$ cat config.mk
export PLATFORM = sky130hd
export DESIGN_NAME = ahb_apb_bridge
export DESIGN_NICKNAME = d
export VERILOG_FILES = /design/src/ahb_apb_pkg.sv /design/src/apb_bus_if.sv /design/src/ahb_apb_bridge.sv /design/src/apb_slave_mux.sv /design/src/apb_master_fsm.sv /design/src/apb_addr_map.sv
export SDC_FILE = /design/constraint.sdc
export NUM_CORES = 1
export LEC_CHECK = 0
export ABC_CLOCK_PERIOD_IN_PS = 5700
export BUFFER_PORTS_ARGS = -buffer_cell sky130_fd_sc_hd__buf_2
export CAP_MARGIN = 20
export CORE_AREA = 3 3 117 119
export DETAILED_ROUTE_END_ITERATION = 6
export DIE_AREA = 0 0 120 122
export SYNTH_ARGS = -nofsm -noshare
export SYNTH_HDL_FRONTEND = slang
export SYNTH_SLANG_ARGS = --single-unit
$ cat constraint.sdc
create_clock -name hclk -period 5.7 [get_ports hclk]
set_clock_uncertainty 0.2 [all_clocks]
set_input_delay 1.14 -clock hclk [delete_from_list [all_inputs] [get_ports hclk]]
set_output_delay 1.14 -clock hclk [all_outputs]
set_load 0.05 [all_outputs]
$ cat src/ahb_apb_pkg.sv
// AHB to APB bridge shared types
package ahb_apb_pkg;

  // ------------------------------
  // Bus widths
  // ------------------------------
  localparam int ADDR_W     = 32;
  localparam int DATA_W     = 32;
  localparam int MAX_SLAVES = 16;

  typedef logic [ADDR_W-1:0]             addr_t;
  typedef logic [DATA_W-1:0]             data_t;
  typedef logic [$clog2(MAX_SLAVES)-1:0] slave_idx_t;

  // ------------------------------
  // Default address map
  // ------------------------------
  // Slots are contiguous, 2**SLOT_BITS bytes each
  localparam int    DEF_NUM_SLAVES = 4;
  localparam addr_t DEF_BASE_ADDR  = 32'h0080_0000;
  localparam int    DEF_SLOT_BITS  = 16;

  // AHB htrans encoding
  typedef enum logic [1:0] {
    IDLE   = 2'b00,
    BUSY   = 2'b01,
    NONSEQ = 2'b10,
    SEQ    = 2'b11
  } htrans_e;

  // APB sequencer states
  typedef enum logic [1:0] {
    ST_IDLE   = 2'b00,
    ST_SETUP  = 2'b01,
    ST_ACCESS = 2'b10
  } apb_state_e;

endpackage
$ cat src/apb_bus_if.sv
// APB request and response bundle
interface apb_bus_if #(
  parameter int NUM_SLAVES = ahb_apb_pkg::DEF_NUM_SLAVES
);

  // Request side, driven by the sequencer
  ahb_apb_pkg::addr_t      paddr;
  logic                    pwrite;
  logic                    penable;
  ahb_apb_pkg::slave_idx_t sel_idx;
  logic                    sel_valid;

  // Response side, muxed from the selected peripheral
  logic                    pready;
  ahb_apb_pkg::data_t      prdata;

  // Index is valid and points at a fitted peripheral
  logic                    lane_valid;

  assign lane_valid = sel_valid && (int'(sel_idx) < NUM_SLAVES);

  modport master (
    output paddr, pwrite, penable, sel_idx, sel_valid,
    input  pready, prdata
  );

  modport fanout (
    input  sel_idx, lane_valid,
    output pready, prdata
  );

endinterface

$ cat src/ahb_apb_bridge.sv
// AHB to APB bridge top level
module ahb_apb_bridge #(
  parameter int                 NUM_SLAVES = ahb_apb_pkg::DEF_NUM_SLAVES,
  parameter ahb_apb_pkg::addr_t BASE_ADDR  = ahb_apb_pkg::DEF_BASE_ADDR,
  parameter int                 SLOT_BITS  = ahb_apb_pkg::DEF_SLOT_BITS
) (
  // AHB slave side
  input  logic                                hclk,
  input  logic                                hreset_n,
  input  logic                                hsel,
  input  ahb_apb_pkg::addr_t                  haddr,
  input  ahb_apb_pkg::htrans_e                htrans,
  input  logic                                hwrite,
  input  ahb_apb_pkg::data_t                  hwdata,
  output ahb_apb_pkg::data_t                  hrdata,
  output logic                                hready,

  // APB side, shared by all peripherals
  output ahb_apb_pkg::addr_t                  paddr,
  output logic                                pwrite,
  output logic                                penable,
  output ahb_apb_pkg::data_t                  pwdata,

  // APB side, one lane per peripheral
  output logic [NUM_SLAVES-1:0]               psel,
  input  logic [NUM_SLAVES-1:0]               pready,
  input  ahb_apb_pkg::data_t [NUM_SLAVES-1:0] prdata
);

  logic                    map_hit;
  ahb_apb_pkg::slave_idx_t map_idx;

  apb_bus_if #(
    .NUM_SLAVES (NUM_SLAVES)
  ) apb_bus ();

  // ------------------------------
  // Address decode
  // ------------------------------
  apb_addr_map #(
    .NUM_SLAVES (NUM_SLAVES),
    .BASE_ADDR  (BASE_ADDR),
    .SLOT_BITS  (SLOT_BITS)
  ) u_addr_map (
    .haddr (haddr),
    .hit   (map_hit),
    .idx   (map_idx)
  );

  // ------------------------------
  // Sequencer
  // ------------------------------
  apb_master_fsm u_master_fsm (
    .hclk     (hclk),
    .hreset_n (hreset_n),
    .hsel     (hsel),
    .hwrite   (hwrite),
    .htrans   (htrans),
    .haddr    (haddr),
    .hit      (map_hit),
    .idx      (map_idx),
    .hready   (hready),
    .hrdata   (hrdata),
    .bus      (apb_bus.master)
  );

  // ------------------------------
  // Peripheral fan-out
  // ------------------------------
  apb_slave_mux #(
    .NUM_SLAVES (NUM_SLAVES)
  ) u_slave_mux (
    .hclk      (hclk),
    .bus       (apb_bus.fanout),
    .psel      (psel),
    .pready_in (pready),
    .prdata_in (prdata)
  );

  // Shared APB request lines
  assign paddr   = apb_bus.paddr;
  assign pwrite  = apb_bus.pwrite;
  assign penable = apb_bus.penable;

  // Write data is not registered and relies on hwdata holding during wait states
  assign pwdata  = hwdata;

endmodule

$ cat src/apb_slave_mux.sv
// APB select decode and response fan-in
module apb_slave_mux #(
  parameter int NUM_SLAVES = ahb_apb_pkg::DEF_NUM_SLAVES
) (
  input  logic                                hclk,
  apb_bus_if.fanout                           bus,
  output logic [NUM_SLAVES-1:0]               psel,
  input  logic [NUM_SLAVES-1:0]               pready_in,
  input  ahb_apb_pkg::data_t [NUM_SLAVES-1:0] prdata_in
);

  // ------------------------------
  // One-hot select
  // ------------------------------
  always_comb begin
    for (int i = 0; i < NUM_SLAVES; i++) begin
      psel[i] = bus.lane_valid && (bus.sel_idx == ahb_apb_pkg::slave_idx_t'(i));
    end
  end

  // ------------------------------
  // Response fan-in
  // ------------------------------
  // Unselected lanes are masked to zero, so an OR tree is enough
  always_comb begin
    ahb_apb_pkg::data_t rdata_acc;
    logic               ready_acc;

    rdata_acc = '0;
    ready_acc = 1'b0;
    for (int i = 0; i < NUM_SLAVES; i++) begin
      if (psel[i]) begin
        rdata_acc = rdata_acc | prdata_in[i];
        ready_acc = ready_acc | pready_in[i];
      end
    end
    bus.prdata = rdata_acc;
    bus.pready = ready_acc;
  end

  // At most one peripheral is ever selected
  a_psel_onehot: assert property (
    @(posedge hclk) $onehot0(psel)
  );

endmodule

$ cat src/apb_master_fsm.sv
// AHB capture and APB sequencer
module apb_master_fsm (
  input  logic                    hclk,
  input  logic                    hreset_n,
  input  logic                    hsel,
  input  logic                    hwrite,
  input  ahb_apb_pkg::htrans_e    htrans,
  input  ahb_apb_pkg::addr_t      haddr,
  input  logic                    hit,
  input  ahb_apb_pkg::slave_idx_t idx,
  output logic                    hready,
  output ahb_apb_pkg::data_t      hrdata,
  apb_bus_if.master               bus
);

  ahb_apb_pkg::apb_state_e state;
  logic                    active_trans;
  logic                    accept;
  logic                    done;

  // ------------------------------
  // Transfer qualification
  // ------------------------------
  // Only NONSEQ and SEQ carry a real transfer
  assign active_trans = (htrans == ahb_apb_pkg::NONSEQ) ||
                        (htrans == ahb_apb_pkg::SEQ);

  // Unmapped addresses are never accepted, so the bus never stalls on them
  assign accept = (state == ahb_apb_pkg::ST_IDLE) && hsel && active_trans && hit;

  // Access phase ends on the selected peripheral's pready
  assign done = (state == ahb_apb_pkg::ST_ACCESS) && bus.pready;

  // Wait states are inserted whenever a transfer is in flight
  assign hready = (state == ahb_apb_pkg::ST_IDLE);

  // ------------------------------
  // Sequencer
  // ------------------------------
  always_ff @(posedge hclk or negedge hreset_n) begin
    if (!hreset_n) begin
      state         <= ahb_apb_pkg::ST_IDLE;
      bus.paddr     <= '0;
      bus.pwrite    <= 1'b0;
      bus.penable   <= 1'b0;
      bus.sel_idx   <= '0;
      bus.sel_valid <= 1'b0;
      hrdata        <= '0;
    end else begin
      case (state)
        ahb_apb_pkg::ST_IDLE: begin
          if (accept) begin
            state         <= ahb_apb_pkg::ST_SETUP;
            bus.paddr     <= haddr;
            bus.pwrite    <= hwrite;
            bus.sel_idx   <= idx;
            bus.sel_valid <= 1'b1;
          end
        end

        ahb_apb_pkg::ST_SETUP: begin
          state       <= ahb_apb_pkg::ST_ACCESS;
          bus.penable <= 1'b1;
        end

        ahb_apb_pkg::ST_ACCESS: begin
          // Everything holds while the peripheral stretches access
          if (done) begin
            state         <= ahb_apb_pkg::ST_IDLE;
            bus.penable   <= 1'b0;
            bus.sel_valid <= 1'b0;
            if (!bus.pwrite) begin
              hrdata <= bus.prdata;
            end
          end
        end

        default: begin
          state         <= ahb_apb_pkg::ST_IDLE;
          bus.penable   <= 1'b0;
          bus.sel_valid <= 1'b0;
        end
      endcase
    end
  end

  // ------------------------------
  // Protocol checks
  // ------------------------------
  a_penable_in_access: assert property (
    @(posedge hclk) disable iff (!hreset_n)
    bus.penable |-> (state == ahb_apb_pkg::ST_ACCESS)
  );

  // A peripheral must stay selected for the whole enable phase
  a_sel_during_enable: assert property (
    @(posedge hclk) disable iff (!hreset_n)
    bus.penable |-> bus.sel_valid
  );

endmodule

$ cat src/apb_addr_map.sv
// APB peripheral address map
module apb_addr_map #(
  parameter int                 NUM_SLAVES = ahb_apb_pkg::DEF_NUM_SLAVES,
  parameter ahb_apb_pkg::addr_t BASE_ADDR  = ahb_apb_pkg::DEF_BASE_ADDR,
  parameter int                 SLOT_BITS  = ahb_apb_pkg::DEF_SLOT_BITS
) (
  input  ahb_apb_pkg::addr_t      haddr,
  output logic                    hit,
  output ahb_apb_pkg::slave_idx_t idx
);

  // ------------------------------
  // Slot arithmetic
  // ------------------------------
  ahb_apb_pkg::addr_t offset;
  ahb_apb_pkg::addr_t slot;
  logic               above_base;
  logic               slot_in_map;

  // Offset from the start of the APB window
  assign offset = haddr - BASE_ADDR;

  // Slot number is everything above the in-slot bits
  assign slot = offset >> SLOT_BITS;

  // Below the base the subtraction wraps, so test it apart
  assign above_base = (haddr >= BASE_ADDR);

  assign slot_in_map = (slot < ahb_apb_pkg::addr_t'(NUM_SLAVES));

  // ------------------------------
  // Decode result
  // ------------------------------
  // Address only; transfer type is qualified in the sequencer
  assign hit = above_base && slot_in_map;

  // Upper slot bits are zero whenever hit is set
  assign idx = ahb_apb_pkg::slave_idx_t'(slot);

endmodule

==> flow_summary.yaml <==
pwr:
  p_leak_nw: 2.639
  p_per_area_mw_per_mm2: 209.4
  p_total_w: 0.001069
  ir_worst_vdd_mv: 0.1162
critical_path:
  critPathBufInv: 2
  reg2reg_depth: 5
  worst-r2r-setup-slack_ns: 2.56
  cp.depth: 5
  worstPathCellList: "nor3b_4 > buf_4 > nand2_1 > nor2_1 > buf_2"
  required_ns: 4.36
  cpPeakStageDelay_ns: 0.73
  cp.arrival_ns: 2.29
  end_kind: "output pin"
  crit_path_end: "psel[1]"
  r2r_end: "u_master_fsm.hrdata[12]"
  slowest_stage: "nor3b_4"
  critical_path.top_delay_family: "simple AND/OR/NAND/NOR gates"
  start_kind: "flop"
  criticalPathCategory: "reg2out"
  critPathLaunch: "u_master_fsm.bus.paddr[19]"
  r2r-start: "u_master_fsm.bus.paddr[19]"
  worstPathMaxFanout: 20
global_routing:
  grt_pass1_vias: 3169
  antenna_found_initial: 3
  grt_pass1_wl_microns: 16070
  grt_usage: 0.1428
  overflow: 0
  grt_max_degree: 70
placement:
  port-buffer-count: 239
  dpl.hpwl_microns: 8608
  place.gp.congestion: 0.8320
  preCtsSetupSlack_ns: 2.307
clock_tree:
  cts_root_buf: "clkbuf_16"
  clockBufferDepth: 2
  insertion_delay_ns: 0.32
  htree_levels: 3
  cts_buffers: 9
  hold_buffers: 0
  cts.sinks: 69
  tritoncts: "done"
  cts.reportedPaths.clkPinSlew_ns: 0.05
  cts_setup_buffers: 0
  cts_resized: 0
synth:
  yosysTopAreaCellShare: 0.4637
  synth_edf_count: 0
  syn_area_per_cell_sq_um: 11.90
  synth_compound_area_frac: 0.05040
  synth_warnings: 0
  synth_area_sq_mm: 0.003724
  synth_most_common_cell: "dfrtp_1"
  syn_inst: 313
  seq_area_frac_synth: 0.4637
  synthAdderAreaFrac: 0.003360
  synth_nets: 516
  synth_area_leaders: "dfrtp_1 46%, mux4_2 20%, buf_4 6.7%, nand2_1 6.7%, mux2_2 6.4%"
  synth-simple-area-share: 0.1210
  synth_ff_type: "dfrtp_1"
  synth_seq_cells: 69
  synth_top_area_cell: "dfrtp_1"
  synthXorXnorAreaFrac: 0.002352
  synthArstFlopShare: 1.000
  synth_top_family_by_area: "multiplexers"
  synth.mux.area_fraction: 0.2661
  yosys.cell_types.count: 30
  synth_commonest_cells: "69 x dfrtp_1, 66 x nand2_1, 33 x buf_4, 33 x mux4_2, 33 x o21ai_0"
floorplan:
  dieArea_sq_mm: 0.01464
  fp.dieW_microns: 120
  core_region_area_sq_mm: 0.01267
  die_h_microns: 122
  ios: 305
  start_util: 0.2939
  rows: 41
drt:
  drc: 0
  routedWlPerCell_microns: 15.20
  drt-total-wl_microns: 10540
  postRouteAntennaNets: 0
  dr.pass1.iters: 4
  drt_iter0_markers: 76
  vias_per_cell: 4.518
  num_vias: 3131
finish:
  final_nets: 719
  drive_above_1_share: 0.6077
  utilization: 0.4029
  fillers: 1277
  area_growth_pct: 37.10
timing:
  tightestPinTransition_ns: 0.8830
  finalSetupTns_ns: 0
  finalWorstSetupSlack_ns: 2.070
  slew_viol_final: 0
  rsz0062_at_grt: "no"
  finalHoldViolations: 0
  min_period_over_period: 0.6369
  fmax_ghz: 0.2755
  period_needed_ns: 3.630
  setup_viol: 0
  slew_headroom: 0.4096
job:
  max-cap-violations: 0
min_path:
  hold_class: "reg2reg"
status:
  status: "completed"
## placed cells by master, fill, tap and decap left out
cell        instances
o21a_1              1
o21ai_0            33
or2_2               1
nor3_1              2
nor3b_1             1
ha_1                1
nor2b_1            11
and3_1              1
dfrtp_2             1
nor4_1              2
nor2_1              6
nand2_1            66
mux4_2             33
clkinvlp_4          2
o211ai_1            1
buf_2             238
nand4_1             2
clkbuf_16           9
nor4_4              1
a21o_1              1
clkbuf_1            1
or4_1               1
nor3b_4             1
diode_2             1
inv_1               2
and2_1              1
buf_4               6
clkinv_2            3
nor4b_1             1
xor2_1              1
mux2_1              1
mux2_2             21
dfrtp_1            68
## report_power, final
group          internal (W)  total (W)  switching (W)
sequential         0.000491   0.000491    0.000000225
combinational     0.0000585  0.0000930      0.0000345
clock              0.000289   0.000485       0.000196
## worst min-delay path by stage
stage,slack (ns),startpoint,cells after the start,end
final,0.26,u_master_fsm.bus.paddr[23],1,u_master_fsm.bus.paddr[23]
after global routing,0.30,u_master_fsm.bus.penable,1,u_master_fsm.bus.penable
after CTS,0.26,u_master_fsm.bus.paddr[23],1,u_master_fsm.bus.paddr[23]
after detailed placement,0.25,u_master_fsm.bus.paddr[23],1,u_master_fsm.bus.paddr[23]
after global placement,0.25,u_master_fsm.bus.paddr[23],1,u_master_fsm.bus.paddr[23]
after floorplan,0.26,u_master_fsm.bus.sel_valid,1,u_master_fsm.bus.sel_valid
## metal layers
metal / vias to the layer above / track usage / part of all wire
met5: - / 0 / 0.00085
met4: 2 / 0.06586 / 0.024
li1: 1483 / - / -
met1: 1451 / 0.1639 / 0.37
met2: 167 / 0.2455 / 0.51
met3: 28 / 0.04271 / 0.089
## cells by family after synthesis
family	after synthesis
simple gates	97
flops	69
mux	55
buf+inv	54
compound gates	36
xor+xnor	1
fa+ha+maj	1
## sequential cells by signal, summed over array words and instances (netlist names)
register,cells
u_master_fsm.hrdata,32
u_master_fsm.bus.paddr,29
u_master_fsm.bus.sel_idx,3
u_master_fsm.state,2
u_master_fsm.bus.penable,1
u_master_fsm.bus.pwrite,1
u_master_fsm.bus.sel_valid,1
## through the flow
stage	area, sq um	hold WS (ns)	std cells
after floorplan	3724	0.2614	313
after global placement	4843	0.2501	677
after detailed placement	4843	0.2525	677
after CTS	5102	0.2650	692
after global routing	5102	0.2987	692
final	5105	0.2583	693
## final cells by class
cell class	count	area, sq um	area share
Clock inverter	5	30.03	0.005882
Antenna cell	1	2.502	0.0004902
Clock buffer	10	229.0	0.04485
Timing Repair Buffer	244	1236	0.2422
Sequential cell	69	1728	0.3385
Inverter	2	7.507	0.001471
Multi-Input combinational cell	190	1657	0.3245
Tap cell	172	215.2	0.04216
No activity file was read; power rests on OpenSTA's default activity.
